File: src/mwConsts.svh
`ifndef MW_CONSTS_SVH
`define MW_CONSTS_SVH

// number of cook time digits on the display
`define MW_DIGITS 4

// segments a to g of one display digit
`define MW_SEG_W 7

// clock cycles in one second for a 50 MHz board clock
`define MW_TICKS_PER_SEC 50000000

// how long the oven beeps and blinks once cooking is over, in seconds
`define MW_DONE_SECONDS 3

`endif

File: src/mwDisplayPkg.sv
`include "mwConsts.svh"

package mwDisplayPkg;

    typedef logic [3:0] bcdDigit; // one decimal digit 0 to 9

    // index 0 is the seconds ones digit and the top index is the leftmost one
    typedef bcdDigit [`MW_DIGITS-1:0] cookTimeT;

    typedef logic [`MW_SEG_W-1:0] segPattern; // segment a in bit 0, g in bit 6

endpackage

File: src/mwStatePkg.sv
package mwStatePkg;

    // main oven states
    typedef enum logic [1:0]
    {
        Idle,    // nothing entered, display shows 0000
        Entry,   // digits being entered or cooking paused
        Cooking, // counting down with the loads on unless the door is open
        Done     // beep and blink before returning to idle
    } ovenState;

endpackage

File: src/cookTime.sv
`timescale 1ns/1ns

`include "mwConsts.svh"

module cookTime
(
    input  logic                  t,
    input  logic                  est2,
    input  logic                  shiftIn,
    input  mwDisplayPkg::bcdDigit digitValue,
    input  logic                  clearTime,
    input  logic                  countDown,
    output mwDisplayPkg::cookTimeT digits,
    output logic                  timeZero
);

    mwDisplayPkg::cookTimeT decDigits; // time minus one second
    logic                   borrow;

    // plain decimal subtract, a zero digit borrows from the next one and wraps to 9
    always_comb
    begin
        borrow = 1'b1;
        for (int i = 0; i < `MW_DIGITS; i++)
        begin
            if (!borrow)
                decDigits[i] = digits[i];
            else if (digits[i] == 4'd0)
                decDigits[i] = 4'd9; // borrow moves on to the next digit
            else
            begin
                decDigits[i] = digits[i] - 4'd1;
                borrow = 1'b0;
            end
        end
    end

    always_ff @(posedge t or posedge est2)
    begin
        if (est2)
            digits <= '0;
        else if (clearTime)
            digits <= '0;
        else if (shiftIn)
            digits <= {digits[`MW_DIGITS-2:0], digitValue}; // leftmost digit drops out
        else if (countDown)
            digits <= decDigits;
    end

    assign timeZero = (digits == '0);

    // the controller issues at most one time command per cycle
    assert property (@(posedge t) disable iff (est2)
        $onehot0({shiftIn, clearTime, countDown}))
        else $error("cookTime: more than one time command in one cycle");

    // only valid keys are shifted in and the borrow never leaves a non-decimal digit
    for (genvar g = 0; g < `MW_DIGITS; g++)
    begin : digitRange
        assert property (@(posedge t) disable iff (est2) digits[g] <= 4'd9)
            else $error("cookTime: digit %0d holds %h", g, digits[g]);
    end

endmodule

File: src/ovenControl.sv
`timescale 1ns/1ns

`include "mwConsts.svh"

module ovenControl
#(
    parameter int TicksPerSec = `MW_TICKS_PER_SEC
)
(
    input  logic                  t,
    input  logic                  est2,
    input  logic                  digitKey,
    input  mwDisplayPkg::bcdDigit digitValue,
    input  logic                  startKey,
    input  logic                  cancelKey,
    input  logic                  door,
    input  logic                  timeZero,
    output logic                  shiftIn,
    output logic                  clearTime,
    output logic                  countDown,
    output logic                  blank,
    output logic                  motor,
    output logic                  heater,
    output logic                  light,
    output logic                  beep
);

    localparam int TickW = $clog2(TicksPerSec);
    localparam int DoneW = $clog2(`MW_DONE_SECONDS + 1);
    localparam int Half  = TicksPerSec / 2; // beep in the first half, blank in the second

    mwStatePkg::ovenState state;
    mwStatePkg::ovenState stateNext;
    logic [TickW-1:0]     tick;
    logic [TickW-1:0]     tickNext;
    logic [DoneW-1:0]     doneSec;
    logic [DoneW-1:0]     doneSecNext;
    logic                 secTick;
    logic                 digitOk;

    assign secTick = (tick == TickW'(TicksPerSec - 1)); // last cycle of a second
    assign digitOk = digitKey && (digitValue <= 4'd9);  // keys above 9 are dropped

    always_comb
    begin
        stateNext   = state;
        tickNext    = '0; // prescaler sits at zero outside cooking and done
        doneSecNext = '0;
        shiftIn     = 1'b0;
        clearTime   = 1'b0;
        countDown   = 1'b0;
        case (state)
            mwStatePkg::Idle:
            begin
                if (digitOk)
                begin
                    shiftIn   = 1'b1;
                    stateNext = mwStatePkg::Entry;
                end
            end
            mwStatePkg::Entry:
            begin
                if (digitOk)
                    shiftIn = 1'b1;
                else if (cancelKey)
                begin
                    clearTime = 1'b1; // second cancel throws the time away
                    stateNext = mwStatePkg::Idle;
                end
                else if (startKey && !door && !timeZero)
                    stateNext = mwStatePkg::Cooking;
            end
            mwStatePkg::Cooking:
            begin
                if (cancelKey)
                    stateNext = mwStatePkg::Entry; // pause and keep the remaining time
                else if (timeZero)
                    stateNext = mwStatePkg::Done;
                else if (door)
                    tickNext = tick; // count holds while the door is open
                else
                begin
                    tickNext  = secTick ? '0 : tick + TickW'(1);
                    countDown = secTick;
                end
            end
            mwStatePkg::Done:
            begin
                tickNext    = secTick ? '0 : tick + TickW'(1);
                doneSecNext = doneSec;
                if (secTick)
                begin
                    if (doneSec == DoneW'(`MW_DONE_SECONDS - 1))
                    begin
                        clearTime = 1'b1;
                        stateNext = mwStatePkg::Idle;
                    end
                    else
                        doneSecNext = doneSec + DoneW'(1);
                end
            end
        endcase
    end

    always_ff @(posedge t or posedge est2)
    begin
        if (est2)
        begin
            state   <= mwStatePkg::Idle;
            tick    <= '0;
            doneSec <= '0;
            motor   <= 1'b0;
            heater  <= 1'b0;
            light   <= 1'b0;
            beep    <= 1'b0;
        end
        else
        begin
            state   <= stateNext;
            tick    <= tickNext;
            doneSec <= doneSecNext;
            motor   <= (stateNext == mwStatePkg::Cooking) && !door; // door interlock
            heater  <= (stateNext == mwStatePkg::Cooking) && !door;
            light   <= door || (stateNext == mwStatePkg::Cooking);
            beep    <= (stateNext == mwStatePkg::Done) && (tickNext < TickW'(Half));
        end
    end

    assign blank = (state == mwStatePkg::Done) && !beep; // display off while the beep rests

    // an open door must switch the loads off by the next edge
    assert property (@(posedge t) disable iff (est2) door |=> !motor)
        else $error("ovenControl: motor still on after the door opened");

    assert property (@(posedge t) disable iff (est2) motor == heater)
        else $error("ovenControl: motor and heater disagree");

endmodule

File: src/segDisplay.sv
`timescale 1ns/1ns

module segDisplay
(
    input  mwDisplayPkg::cookTimeT  digits,
    input  logic                    blank,
    output mwDisplayPkg::segPattern seg0,
    output mwDisplayPkg::segPattern seg1,
    output mwDisplayPkg::segPattern seg2,
    output mwDisplayPkg::segPattern seg3
);

    // segment g is the top bit, a is bit 0
    function automatic mwDisplayPkg::segPattern segOf(input mwDisplayPkg::bcdDigit d);
        mwDisplayPkg::segPattern p;
        case (d)
            4'd0:    p = 7'b0111111;
            4'd1:    p = 7'b0000110;
            4'd2:    p = 7'b1011011;
            4'd3:    p = 7'b1001111;
            4'd4:    p = 7'b1100110;
            4'd5:    p = 7'b1101101;
            4'd6:    p = 7'b1111101;
            4'd7:    p = 7'b0000111;
            4'd8:    p = 7'b1111111;
            4'd9:    p = 7'b1101111;
            default: p = 7'b0000000; // not a decimal digit, show nothing
        endcase
        return p;
    endfunction

    assign seg0 = blank ? '0 : segOf(digits[0]); // seconds ones
    assign seg1 = blank ? '0 : segOf(digits[1]);
    assign seg2 = blank ? '0 : segOf(digits[2]);
    assign seg3 = blank ? '0 : segOf(digits[3]); // leftmost digit

endmodule

File: src/microwaveTop.sv
`timescale 1ns/1ns

`include "mwConsts.svh"

module microwaveTop
#(
    parameter int TicksPerSec = `MW_TICKS_PER_SEC
)
(
    input  logic                    t,
    input  logic                    est2,
    input  logic                    digitKey,
    input  mwDisplayPkg::bcdDigit   digitValue,
    input  logic                    startKey,
    input  logic                    cancelKey,
    input  logic                    door,
    output mwDisplayPkg::segPattern seg0,
    output mwDisplayPkg::segPattern seg1,
    output mwDisplayPkg::segPattern seg2,
    output mwDisplayPkg::segPattern seg3,
    output logic                    motor,
    output logic                    heater,
    output logic                    light,
    output logic                    beep
);

    logic                   shiftIn;
    logic                   clearTime;
    logic                   countDown;
    logic                   timeZero;
    logic                   blank;
    mwDisplayPkg::cookTimeT digits;

    ovenControl #(.TicksPerSec(TicksPerSec)) control
    (
        .t(t), .est2(est2), .digitKey(digitKey), .digitValue(digitValue),
        .startKey(startKey), .cancelKey(cancelKey), .door(door), .timeZero(timeZero),
        .shiftIn(shiftIn), .clearTime(clearTime), .countDown(countDown), .blank(blank),
        .motor(motor), .heater(heater), .light(light), .beep(beep)
    );

    cookTime timeRegs
    (
        .t(t), .est2(est2), .shiftIn(shiftIn), .digitValue(digitValue),
        .clearTime(clearTime), .countDown(countDown), .digits(digits), .timeZero(timeZero)
    );

    segDisplay display
    (
        .digits(digits), .blank(blank),
        .seg0(seg0), .seg1(seg1), .seg2(seg2), .seg3(seg3)
    );

endmodule

File: config.mk
export PLATFORM = sky130hd
export DESIGN_NAME = microwaveTop
export DESIGN_NICKNAME = d
export VERILOG_FILES = /design/src/mwDisplayPkg.sv /design/src/mwStatePkg.sv /design/src/cookTime.sv /design/src/ovenControl.sv /design/src/segDisplay.sv /design/src/microwaveTop.sv
export VERILOG_INCLUDE_DIRS = /design/src
export SDC_FILE = /design/constraint.sdc
export NUM_CORES = 1
export LEC_CHECK = 0
export ABC_AREA = 1
export BUFFER_PORTS_ARGS = -buffer_cell sky130_fd_sc_hd__buf_2
export CAP_MARGIN = 20
export CELL_PAD_IN_SITES_DETAIL_PLACEMENT = 1
export CELL_PAD_IN_SITES_GLOBAL_PLACEMENT = 2
export CORE_MARGIN = 4
export CORE_UTILIZATION = 36
export DETAILED_ROUTE_END_ITERATION = 7
export PLACE_DENSITY_LB_ADDON = 0.1
export REMOVE_ABC_BUFFERS = 1
export SYNTH_ARGS = -nofsm -noshare
export SYNTH_HDL_FRONTEND = slang
export SYNTH_SLANG_ARGS = --single-unit
File: constraint.sdc
create_clock -name t -period 3.85 [get_ports t]
set_input_delay 0.385 -clock t [delete_from_list [all_inputs] [get_ports t]]
set_output_delay 0.385 -clock t [all_outputs]
set_load 0.02 [all_outputs]
# Yosys cells after proc, flatten, opt, wreduce, memory -nomap -nowiden

Memories as Yosys holds them, arrays and structs flattened.
Cells that the tools add are included.

ROM bits: 448
Memories kept: 4
Output and inout port bits: 32
Flip-flop bits (word level): 49

Memory list:

| name            | words | width | rd ports | clocked after Yosys merged registers in | wr ports | RTL line         | RTL |
|---|---|---|---|---|---|---|---|
| (no name shown) | 16    | 7     | 1        | 0                                       | 0        | segDisplay.sv:16 | `case (d)` |
| (no name shown) | 16    | 7     | 1        | 0                                       | 0        | segDisplay.sv:16 |  |
| (no name shown) | 16    | 7     | 1        | 0                                       | 0        | segDisplay.sv:16 |  |
| (no name shown) | 16    | 7     | 1        | 0                                       | 0        | segDisplay.sv:16 |  |

Reductions and logical operators: 25
Muxes and demuxes: 47
$lt $le $gt $ge: 2
Equality and inequality tests: 9
$add $sub $neg: 6

Operators by type and width:

| cell                                                          | count |
|---|---|
| 2-to-1 mux 26 bit                                             | 4 |
| one-hot mux 26 bit (2 select lines)                           | 1 |
| 2-to-1 mux 16 bit                                             | 3 |
| 2-to-1 mux 4 bit                                              | 7 |
| 2-to-1 mux 7 bit                                              | 4 |
| adder 26 x 1 -> 26 bit (second input constant)                | 1 |
| equality test 26 bit (second input constant)                  | 1 |
| less-than comparator 26 x 25 -> 1 bit (second input constant) | 1 |
| 2-to-1 mux 2 bit                                              | 11 |
| logical NOT 16 bit                                            | 1 |
| logical NOT 4 bit                                             | 4 |
| subtractor 4 x 1 -> 4 bit (second input constant)             | 4 |
| 2-to-1 mux 1 bit                                              | 15 |
| nonzero test 3 bit                                            | 4 |
| equality test 2 bit (second input constant)                   | 5 |
| one-hot mux 2 bit (4 select lines)                            | 1 |
| AND reduction 2 bit                                           | 4 |
| logical AND 1 bit                                             | 6 |
| <= comparator 4 bit (second input constant)                   | 1 |
| logical NOT 1 bit                                             | 3 |
| adder 2 x 1 -> 2 bit (second input constant)                  | 1 |
| equality test 2 x 1 -> 1 bit (second input constant)          | 1 |
| logical NOT 2 bit                                             | 1 |
| != test 2 x 1 -> 1 bit (second input constant)                | 1 |
| other kinds (4)                                               | 4 |

# Depth between registers and ports, before layout

Gate-level depths: netlist of the first run.

Depth after elaboration: 9
Mapped depth: 15

# Modules after synthesis

From an unflattened synthesis of the first run, not the netlist that was laid out.

Cells, all modules: 685
Area total of the unflattened synthesis: 4398.0 µm²

Modules (own cells, without submodules):

| module      | area an instance (µm²) | cells an instance | times used | seq. area each (µm²) |
|---|---|---|---|---|
| ovenControl | 2487.4                 | 376               | 1          | 825.8 |
| cookTime    | 1148.6                 | 167               | 1          | 400.4 |
| segDisplay  | 762.0                  | 142               | 1          | 0.0 |

# Worst setup path before layout of the first run

OpenSTA, ideal clock, no wires.

Path type: register to register
Start point: register timeRegs.digits[8] in the netlist's numbering
End point: register control.beep
Data arrival time: 1.886 ns
Stages on the path, launching flop included: 15
Path slack: 1.843 ns
Setup time: 0.122 ns
Cell sequence: dfrtp_1 inv_1 ha_1 inv_1 nor3_4 nand3_2 nand3_4 inv_4 buf_6 nand2_4 nand3_1 nor2_2 nand3_1 nand2_1 a21oi_2

Cells in the longest elaborated chain, start to end: 9
Elaborated cells on any way between the ends: 15
Those cells by class: order compare (1); eq/ne (1); mux (9); reduce/logical (4)

Ends and longest elaborated chain:

| item                                                                          | RTL line           | RTL |
|---|---|---|
| from (decl)                                                                   | cookTime.sv:13     | `output mwDisplayPkg::cookTimeT digits,` |
| from (signal assigned)                                                        | cookTime.sv:45     | `` digits <= {digits[`MW_DIGITS-2:0], digitValue}; `` |
| from (signal assigned)                                                        | cookTime.sv:47     | `digits <= decDigits;` |
| logical NOT 16 bit (*)                                                        | cookTime.sv:50     | `assign timeZero = (digits == '0);` |
| branches (longest 7 deep; another with less-than comparator 26 x 25 -> 1 bit) | -                  |  |
| logical AND 1 bit (*)                                                         | ovenControl.sv:125 | `beep <= (stateNext == mwStatePkg::Done) && (tickNext < TickW'(Half));` |
| to (signal assigned)                                                          | ovenControl.sv:125 |  |
| to (decl)                                                                     | ovenControl.sv:25  | `output logic beep` |

Every way passes the cells marked *.
A chain may end at the register's enable or synchronous reset.

# Worst setup path in the final report of the first run

Start point: register timeRegs.digits[12] in the netlist's numbering
End point: register control.beep

The elaborated chain is that of the path after synthesis.

==> impl_results.md, run 1 <==
- Via count: 4,303
- TritonCTS Buffers: 5
- Largest net degree at the start of global routing: 30
- CTS tree: built
- Number of synthesized flops with an enable pin: 0
- Vias per inst: 5.16
- Syn avg cell area: 6.81 µm²
- Fin Clk Skew: 0.00807 ns
- Pins over their slew limit: 0
- Nets: 723
- Slowest cell delay on critical path: 0.40 ns
- Fmax achieved: 380 MHz
- Initial antenna violation count: 0
- WP data required: 4.03 ns
- Post-DP HPWL: 11,300 µm
- Clock Latency Late Sink: 0.30 ns
- R2R Path Start: timeRegs.digits[12]
- Mapped Area: 0.00439 mm²
- Leakage: 0.00242 µW
- #FFs+latches synth: 49
- WP buf/inv: 2
- Fillers: 1,534
- # hold bufs at CTS: 0
- Post-DP Area: 0.00473 mm²
- Layout Area Growth over Synthesis: 11.8%
- DR WL/cell: 16.8 µm
- PD cells: 261 mW/mm²
- RSZ-0062 raised after global routing: false
- CTS Sinks: 49
- First-pass GRT wire length: 23,100 µm
- H-Tree Depth: 2
- Resized cells post-CTS: 0
- Final worst-path cycle share: 68.4%
- Slowest CP cell: dfrtp_1
- Slew @ Worst Pin: 0.685 ns
- CP arrival: 2.82 ns
- Worst reg-to-reg path cell count: 14
- Number of port buffers: 41
- FP Rows: 40
- Multi-input logic area: 0.00279 mm²
- Residual DRC: 0
- Core area: 0.0120 mm²
- N_diodes: 0
- Final-report hold violation count: 0
- Async SR Flop Fraction: 100%
- DRT Wirelength: 14,000 µm
- Capturing point of the worst reg2reg path: control.beep
- Most used DFF post-synth: dfrtp_1
- Hold crit path type: in2async
- Die ar.: 0.0140 mm²
- Placer Congestion: 0.873
- Kind of critical path: reg2reg
- Setup bufs post-CTS: 0
- Gr ovfl total: 0
- Delay-heaviest family, CP: simple AND/OR/NAND/NOR gates
- Reg clk slew, reported paths: 0.07 ns
- CP startpoint kind: flop
- Internal: 925 µW
- Drt first pass iters: 4
- Initial drt markers: 153
- Net Switching: 355 µW
- Total track usage: 20.3%
- Sequential fraction of the synthesis area: 28.0%
- Crit path capture type: flop
- Share of cells above drive strength 1: 17.9%
- Design Power: 1280 µW
- Root buffer cell: clkbuf_16
- Max-cap violations: 0
- Ports: 42
- Share of total power in the clock network: 40.8%
- Starting Density: 36.7%
- TNS Setup: 0 ns
- Combinational share of power: 15.3%
- Net Sw Frac: 27.7%
- Reg area: 0.00123 mm²
- Internal reg-to-reg setup slack: 1.22 ns
- CP max FO: 7
- Crit-path cells: inv_1, ha_1, nor3b_4, nand3_2, nand3_1, nand2_2, nand2_2, inv_1, nand2_1, nand3_1, nor2_1, nand3_1, nand2_1, a21oi_2
- Post-Synthesis Cells: 644
- Status: finished clean
- Antenna Violating Nets Remaining: 0
- # setup viols final: 0
- Max-slew headroom: 54.1%
- Die Y: 118 µm
- Most used cell, CP: nand3_1
- Yosys Warn Count: 0
- Min Clock Period, post-route: 2.63 ns
- CTS Buffer Depth: 2
- Number of global-route vias before repair: 4,454
- Distinct cells, synth: 41
- Sequential power share: 43.9%
- Die X: 118 µm
- Post-Layout Inst Area: 0.00491 mm²
- VDD IR max: 0.146 mV
[through the flow]
step	instances	worst slack, ns	util [%]	hold WS [ns]
floorplan	636	1.69	-	0.451
global placement	826	1.20	39.6	0.426
detailed placement	826	1.21	39.6	0.436
CTS	834	1.18	41.0	0.116
global route	834	0.989	41.0	0.148
finish	834	1.22	41.0	0.101
[per-layer routing]
layer  up-vias  global-route usage (%)  share of wire, %
li1       2177                       -                 -
met1      2061                    24.9                45
met2        48                    38.0                52
met3        17                    1.91               1.8
met4         0                    5.36               1.7
met5         -                       0                 0
[layout make-up]
| class | instances | share of cell area (%) |
|---|---|---|
| well taps | 147 | 3.75 |
| inverters | 81 | 6.30 |
| clock inverters | 1 | 0.612 |
| repair buffers | 43 | 4.49 |
| flip-flops and latches | 49 | 25.0 |
| multi-input cells | 506 | 56.9 |
| clock buffers | 7 | 2.91 |
[worst max path at each step]
stage,cells past startpoint,from,end,slack [ns]
2_1_floorplan,11,control.tick[0],timeRegs.digits[6],1.69
3_3_place_gp,14,timeRegs.digits[12],control.beep,1.20
3_5_place_dp,14,timeRegs.digits[12],control.beep,1.21
4_1_cts,14,timeRegs.digits[12],control.beep,1.18
5_1_grt,14,timeRegs.digits[12],control.beep,0.99
6_report,14,timeRegs.digits[12],control.beep,1.22
[cell families (layout without fill, tap and decap cells)]
group,after synthesis,count (layout),synth area share (%)
and+or+nand+nor,358,358,39.0
buffers and inverters,89,132,8.36
xor gates and xnor gates,10,10,2.00
DFF,49,49,28.0
adders and majority gates,27,27,7.70
AOI/OAI and AO/OA,111,111,15.0
[flip-flops by register name, indices dropped and copies added, names as in the netlist]
signal / count
control.beep: 1
timeRegs.digits: 16
control.tick: 26
control.doneSec: 2
control.state: 2
control.light: 1
control.motor: 1
[layout by cell type (no fill, tap or decap), types with 3 or more instances in the layout]
cell / instances
buf_2: 41
nand3_1: 40
xor2_1: 9
o21ai_1: 9
o22ai_1: 4
o21ai_2: 6
nor2_4: 8
inv_2: 6
clkbuf_16: 5
nor2_1: 99
o2111ai_1: 3
a31oi_1: 4
o211ai_1: 4
dfrtp_1: 49
nor2_2: 15
o21ai_0: 46
nand3_4: 3
a21oi_1: 23
nand2_2: 17
nor3_1: 4
nand3_2: 7
inv_1: 71
nand2_1: 148
o21bai_1: 4
nand4_1: 9
ha_1: 27
[synth_stat cells, types with 8 or more instances]
master	number	area share, %
nand2_1	148	13
nor2_1	99	8.5
inv_1	72	6.2
dfrtp_1	49	28
o21ai_0	46	5.2
nand3_1	40	4.6
ha_1	27	7.7
a21oi_1	23	2.6
nand2_2	17	2.4
nor2_2	15	2.1
nand4_1	9	1.3
o21ai_1	9	1.0
xor2_1	9	1.8
nor2_4	8	2.1
[power groups by stage]
stage	Clock, µW	Combinational, µW	Sequential [µW]
2_1_floorplan	0	143	565
3_3_place_gp	0	195	572
3_5_place_dp	0	198	573
4_1_cts	536	199	563
5_1_grt	556	226	567
6_report	522	195	562
Power figures use the tool's default switching activity.
==> run 2, diff against run 1 <==
- CORE_UTILIZATION: 36 -> 31
- clock period: 3.85 -> 2.25 ns (I/O delays scaled with it)
==> run 2 against run 1 <==
Flip-flop and latch count stayed put. Register-to-register slack worse by 1.1 ns. Sequential share of layout area is 1.7 points lower. Non-clock buffer count is 43 higher. Wire length is 6.0% higher. Clock skew is 0.0027 ns lower. Combinational power is 120% higher. Worst setup slack worse by 1.1 ns. Clock power is 45% higher. Hold slack worse by 0.0079 ns. Critical path depth is 3 lower. First-iteration DRC count is 33% higher.
==> impl_results.md, run 2 (synthesis gave the netlist of run 1 again) <==
- Die X: 127 µm (+7.2%)
- Total track usage: 18.9% (-1.4 points)
- Drt first pass iters: 4 (unchanged)
- CP startpoint kind: flop
- Share of cells above drive strength 1: 23.4% (+5.5 points)
- Placer Congestion: 0.846 (-3.2%)
- Pre-CTS setup slack: 0.0504 ns (-1.16 ns)
- TNS Setup: 0 ns (unchanged)
- Post-Layout Inst Area: 0.00528 mm² (+7.5%)
- CTS tree: built
- Crit-path cells: inv_1, ha_1, nor3b_4, nand3_2, nand3_4, buf_4, nor2_1, nor2_4, nand3_1, nor2_1, a21oi_2
- Pins over their slew limit: 0 (unchanged)
- Core area: 0.0139 mm² (+16%)
- Share of total power in the clock network: 35.6% (-5.2 points)
- Max-cap violations: 0 (unchanged)
- CP max FO: 6 (-1)
- Slew @ Worst Pin: 0.481 ns (-0.203 ns)
- FP Rows: 43 (+7.5%)
- Gr ovfl total: 0 (unchanged)
- Fillers: 1,790 (+17%)
- Initial antenna violation count: 0 (unchanged)
- Final worst-path cycle share: 94.0% (+26 points)
- Layout Area Growth over Synthesis: 20.3%
- Internal reg-to-reg setup slack: 0.14 ns (-1.08 ns)
- Starting Density: 31.6% (-5.1 points)
- Post-route setup slack: 0.136 ns (-1.08 ns)
- Net Sw Frac: 29.9% (+2.1 points)
- CP arrival: 2.30 ns (-0.52 ns)
- Hold-critical path depth: 2
- Leading cell type in the layout, fill and taps excluded: nand2_1
- Final-report hold violation count: 0 (unchanged)
- Antenna Violating Nets Remaining: 0 (unchanged)
- Top Registers: control.tick: 26 flops, timeRegs.digits: 16 flops
- Net Switching: 635 µW (+79%)
- DRT Wirelength: 14,900 µm (+6.0%)
- Initial drt markers: 204 (+33%)
- Number of global-route vias before repair: 4,873 (+9.4%)
- Die ar.: 0.0161 mm² (+15%)
- CTS Buffer Depth: 2 (unchanged)
- Crit path capture type: flop
- DR WL/cell: 16.3 µm (-2.9%)
- Root buffer cell: clkbuf_16
- Slowest cell delay on critical path: 0.40 ns (about the same)
- Die Y: 127 µm (+7.2%)
- H-Tree Depth: 2 (unchanged)
- Most used cell, CP: nor2_1
- Largest Register: control.tick
- Slowest CP cell: dfrtp_1
- Ports: 42 (unchanged)
- RSZ-0062 raised after global routing: true
- N_diodes: 0 (unchanged)
- Post-DP Area: 0.00508 mm² (+7.3%)
- Vias per inst: 5.00 (-3.1%)
- Capturing point of the worst reg2reg path: control.beep
- Largest net degree at the start of global routing: 29 (-3.3%)
- Kind of critical path: reg2reg
- Fmax achieved: 473 MHz (+25%)
- Worst reg-to-reg path cell count: 11 (-3)
- Residual DRC: 0 (unchanged)
- Post-DP HPWL: 12,200 µm (+7.4%)
- Final Non-Filler Cells: 910 (+9.1%)
- # setup viols final: 0 (unchanged)
- Fin Clk Skew: 0.00538 ns (-0.00269 ns)
- Fin util: 38.0% (-3.0 points)
- Multi-input logic area: 0.00281 mm² (+0.72%)
- Dpl cells: 898 (+8.7%)
- Nets: 766 (+5.9%)
- Sequential power share: 44.1% (+0.2 points)
- Internal: 1490 µW (+61%)
- First-pass GRT wire length: 24,700 µm (+7.0%)
- Most frequent cells in the layout: 148 x nand2_1, 96 x nor2_1, 71 x inv_1
- Hold_sp: door
- Largest register FFs: 26 (unchanged)
- R2R Path Start: timeRegs.digits[12]
- Hold crit path type: in2reg
- PD cells: 403 mW/mm² (+55%)
- Max-slew headroom: 67.9% (+14 points)
- Min Clock Period, post-route: 2.11 ns (-0.519 ns)
- Leakage: 0.00262 µW (+8.0%)
- TritonCTS Buffers: 5 (unchanged)
- Reg area: 0.00123 mm² (+0.31%)
- Clock Latency Late Sink: 0.29 ns (about the same)
- Number of port buffers: 41 (unchanged)
- Status: finished clean
- WP data required: 2.43 ns (-1.60 ns)
- VDD IR max: 0.247 mV (+70%)
- CTS Sinks: 49 (unchanged)
- Reg clk slew, reported paths: 0.07 ns (about the same)
- Via count: 4,549 (+5.7%)
- Hold endpoint: control.motor
- Combinational share of power: 20.3% (+5.0 points)
==> run 2: cell type report <==
type / count / share of cell area, %
multi-input combinational: 506 / 53.3
clock buffer: 6 / 2.44
sequential: 49 / 23.3
tap: 180 / 4.27
timing repair buffer: 86 / 10.6
inverter: 81 / 5.86
clock inverter: 2 / 0.190
==> run 2: power by group through the flow <==
stage | registers, µW | logic (µW) | clock network [µW]
2_1_floorplan | 967 | 244 | 0
3_3_place_gp | 955 | 413 | 0
3_5_place_dp | 958 | 423 | 0
4_1_cts | 940 | 427 | 778
5_1_grt | 943 | 499 | 807
6_report | 938 | 431 | 757
==> run 2: through the flow <==
step | total power [µW] | hold WS (ns)
finish | 2130 | 0.0930
detailed placement | 1380 | 0.282
CTS | 2150 | 0.0849
global route | 2250 | 0.0898
global placement | 1370 | 0.274
floorplan | 1210 | 0.291
==> run 2: worst max-delay path: cells and delay by family (launching register included) <==
| family | cells | cell delay, ns |
|---|---|---|
| adders and majority gates | 1 | 0.17 |
| buffers and inverters | 2 | 0.27 |
| AOI/OAI and AO/OA | 1 | 0.07 |
| DFF | 1 | 0.40 |
| and+or+nand+nor | 7 | 1.11 |
==> run 2: per-layer routing <==
layer / global-route usage [%] / vias up / routed length [µm]
li1: - / 2269 / -
met5: 0 / - / 0
met2: 35.5 / 48 / 7870
met1: 22.5 / 2213 / 6360
met4: 5.43 / 0 / 292
met3: 2.23 / 19 / 337
==> run 2: how the worst max path moves through the flow <==
| stage | end | slack (ns) | start |
|---|---|---|---|
| after floorplan | timeRegs.digits[6] | 0.09 | control.tick[0] |
| after global placement | control.beep | 0.11 | timeRegs.digits[8] |
| after detailed placement | control.beep | 0.05 | timeRegs.digits[9] |
| after CTS | seg3[2] | 0.009 | control.state[1] |
| after global routing | control.beep | -0.06 | timeRegs.digits[9] |
| final | control.beep | 0.14 | timeRegs.digits[12] |
==> run 2: what timing repair did <==
item                                    CTS  global route
setup buffers                             0             3
hold endpoints to repair                 15             0
hold buffers                              1             0
endpoints found under the setup margin    0            32
gates resized for setup                   0            11
==> run 3, diff against run 2 <==
- ABC_AREA: 1 -> unset
- CORE_UTILIZATION: 31 -> 32
==> run 3 against run 2 <==
The run now ends with setup timing left. Clock skew rose by 0.0013 ns. Wire length fell by 3.6%. First-iteration DRC count fell by 29%. Via count shrank 2.4%. Highest routed layer unchanged.
==> impl_results.md, run 3 <==
- CTS tree: built
- Initial antenna violation count: 0 (unchanged)
- Sequential fraction of the synthesis area: 31.0% (+3.0 points)
- Number of synthesized flops with an enable pin: 0 (unchanged)
- RSZ-0062 raised after global routing: true
- Nets: 714 (-6.8%)
- Yosys Warn Count: 0 (unchanged)
- GR peak layer: met2
- Fin Clk Skew: 0.00668 ns (+0.00130 ns)
- Most frequent cells in the layout: 123 x buf_4, 72 x nor2_1, 49 x a21oi_1, 49 x dfrtp_1
- # hold bufs at CTS: 0 (-1)
- CP arrival: 3.18 ns (+0.88 ns)
- Crit-path cells: inv_2, ha_4, nor3b_4, buf_6, nand4_4, a21oi_4, buf_6, a211oi_2, a21o_1, or4_1, and4_4, o2111a_1, nor3_2
- Die X: 119 µm (-6.1%)
- Vias per inst: 5.25 (+4.9%)
- Crit path capture type: flop
- Pins over their slew limit: 0 (unchanged)
- Synth top area share: 31.0% (+3.0 points)
- VDD IR max: 0.445 mV (+80%)
- WP data required: 2.47 ns (+0.04 ns)
- Met2 Track Usage GR: 38.1% (+2.6 points)
- Root buffer cell: clkbuf_16
- First-pass GRT wire length: 23,400 µm (-5.6%)
- Syn avg cell area: 7.87 µm² (+16%)
- Number of global-route vias before repair: 4,693 (-3.7%)
- Residual DRC: 0 (unchanged)
- Fin util: 50.9% (+13 points)
- CTS Sinks: 49 (unchanged)
- Post-synth top cells: 76 x nor2_1, 53 x a21oi_1, 49 x dfrtp_1
- Most used cell, CP: buf_6
- Largest net degree at the start of global routing: 50 (+72%)
- TritonCTS Buffers: 5 (unchanged)
- Met1 Use GR: 23.0% (+0.55 points)
- Clock Latency Late Sink: 0.29 ns (about the same)
- Leading cell type in the layout, fill and taps excluded: buf_4
- Status: complete, but fails checks
- Die ar.: 0.0142 mm² (-12%)
- Delay-heaviest family, CP: simple AND/OR/NAND/NOR gates
- Slowest cell delay on critical path: 0.55 ns (+0.15 ns)
- FP Rows: 40 (-7.0%)
- DR WL/cell: 16.9 µm (+3.7%)
- Post-Layout Inst Area: 0.00614 mm² (+16%)
- N_diodes: 0 (unchanged)
- Core area: 0.0121 mm² (-13%)
- Leakage: 0.00294 µW (+12%)
- Largest register FFs: 26 (unchanged)
- Antenna Violating Nets Remaining: 0 (unchanged)
- Fillers: 1,442 (-19%)
- # setup viols final: 31 (+31)
- Mapped Area: 0.00396 mm² (-9.8%)
- Gr ovfl total: 0 (unchanged)
- Failing checks: setup timing
- Largest Register: control.tick
- CP startpoint kind: flop
- PD cells: 1200 mW/mm² (+200%)
- Starting Density: 32.8% (+1.2 points)
- Via count: 4,438 (-2.4%)
- Min Clock Period, post-route: 2.97 ns (+0.851 ns)
- Async SR Flop Fraction: 100% (unchanged)
- CP max FO: 6 (unchanged)
- Initial drt markers: 145 (-29%)
- Number of port buffers: 41 (unchanged)
- CTS Buffer Depth: 2 (unchanged)
- Post-DP HPWL: 10,400 µm (-15%)
- Yosys top cell by area: dfrtp_1
- Most used DFF post-synth: dfrtp_1
- Drt first pass iters: 4 (unchanged)
- Distinct cells, synth: 66 (+61%)
- H-Tree Depth: 2 (unchanged)
- DRT Wirelength: 14,300 µm (-3.6%)
- Kind of critical path: reg2reg
- Die Y: 119 µm (-6.1%)
- Total track usage: 19.9% (+0.98 points)
- Post-route setup slack: -0.716 ns (-0.851 ns)
- Most frequent cell after synthesis: nor2_1
- Reg clk slew, reported paths: 0.07 ns (about the same)
- Top Registers: control.tick: 26 flops, timeRegs.digits: 16 flops
- Max-slew headroom: 56.1% (-12 points)
- Max-cap violations: 0 (unchanged)
- Share of cells above drive strength 1: 42.9% (+19 points)
- WP buf/inv: 3 (+1)
- Slowest CP cell: or4_1
- Layout Area Growth over Synthesis: 55.0%
- Placer Congestion: 0.855 (+1.1%)
- Synth top area cells: dfrtp_1 31%, ha_1 8.5%, nor2_1 7.2%
- GR Util met3: 2.18% (-0.047 points)
- Ports: 42 (unchanged)
- Slew @ Worst Pin: 0.659 ns (+0.178 ns)
- Final worst-path cycle share: 132% (+38 points)
- Hold crit path type: in2async
- Post-DP Area: 0.00516 mm² (+1.7%)
- TNS Setup: -9.43 ns (-9.43 ns)
- Final-report hold violation count: 0 (unchanged)
- Post-Synthesis Cells: 503 (-22%)
- #FFs+latches synth: 49 (unchanged)
- Fmax achieved: 337 MHz (-29%)
==> run 3: metal layers <==
layer,vias up,wire length (µm)
met3,27,227
met2,53,7850
met4,0,344
met5,-,0
met1,2213,5900
li1,2145,-
==> run 3: cells by family after synthesis <==
| logic type | after synthesis | share of synthesized area (%) |
|---|---|---|
| buf+inv | 48 | 5.72 |
| xor+xnor | 5 | 1.11 |
| simple gates | 228 | 29.9 |
| flops | 49 | 31.0 |
| compound gates | 145 | 23.5 |
| fa+ha+maj | 27 | 8.53 |
| mux | 1 | 0.253 |
==> run 3: worst paths after layout <==
path                       cells past startpoint                 from                  end  slack [ns]
max reg2reg                                   13  timeRegs.digits[13]         control.beep       -0.72
max                                           13  timeRegs.digits[13]         control.beep       -0.72
min reg2reg                                    2   control.doneSec[1]   control.doneSec[1]        0.56
max in group asynchronous                      3                 est2   timeRegs.digits[0]        1.71
min in group t                                 3        digitValue[0]   timeRegs.digits[0]        0.19
min                                            3                 est2  timeRegs.digits[15]        0.11
==> run 3: through the flow <==
stage                     std cells  setup slack [ns]  total power, µW  hold WS (ns)
after global routing            846            -0.828             7960         0.168
after floorplan                 478             -1.15             3950         0.291
after detailed placement        809            -0.828             5580         0.452
final                           846            -0.716             7340         0.109
after global placement          809            -0.694             5450         0.444
after CTS                       836            -0.647             7000         0.139
==> run 3: layout make-up <==
cell class / instances / area (µm²) / share of cell area, %
multi-input cells: 406 / 2950 / 48.1
repair buffers: 192 / 1470 / 23.9
flip-flops and latches: 49 / 1230 / 20.0
well taps: 168 / 210 / 3.43
clock buffers: 5 / 125 / 2.04
inverters: 23 / 91.3 / 1.49
clock inverters: 3 / 65.1 / 1.06
==> run 3: worst reg2reg max path: stages, from the launching register on <==
cell,delay [ns]
dfrtp_1,0.39
inv_2,0.10
ha_4,0.15
nor3b_4,0.18
buf_6,0.14
nand4_4,0.13
a21oi_4,0.30
buf_6,0.16
a211oi_2,0.03
a21o_1,0.17
or4_1,0.55
and4_4,0.20
o2111a_1,0.23
nor3_2,0.17
==> run 3: repair_timing <==
action                     CTS  global route
setup endpoints to repair   33            46
pin swaps                   26            22
setup buffers               22            15
resized for setup           74            65
cloned                       0             0
==> run 3: report_power, final <==
group	internal (µW)	total, µW	switching [µW]
Combinational	2180	5150	2970
Clock	636	986	350
Sequential	1050	1210	151
Total	3870	7340	3470
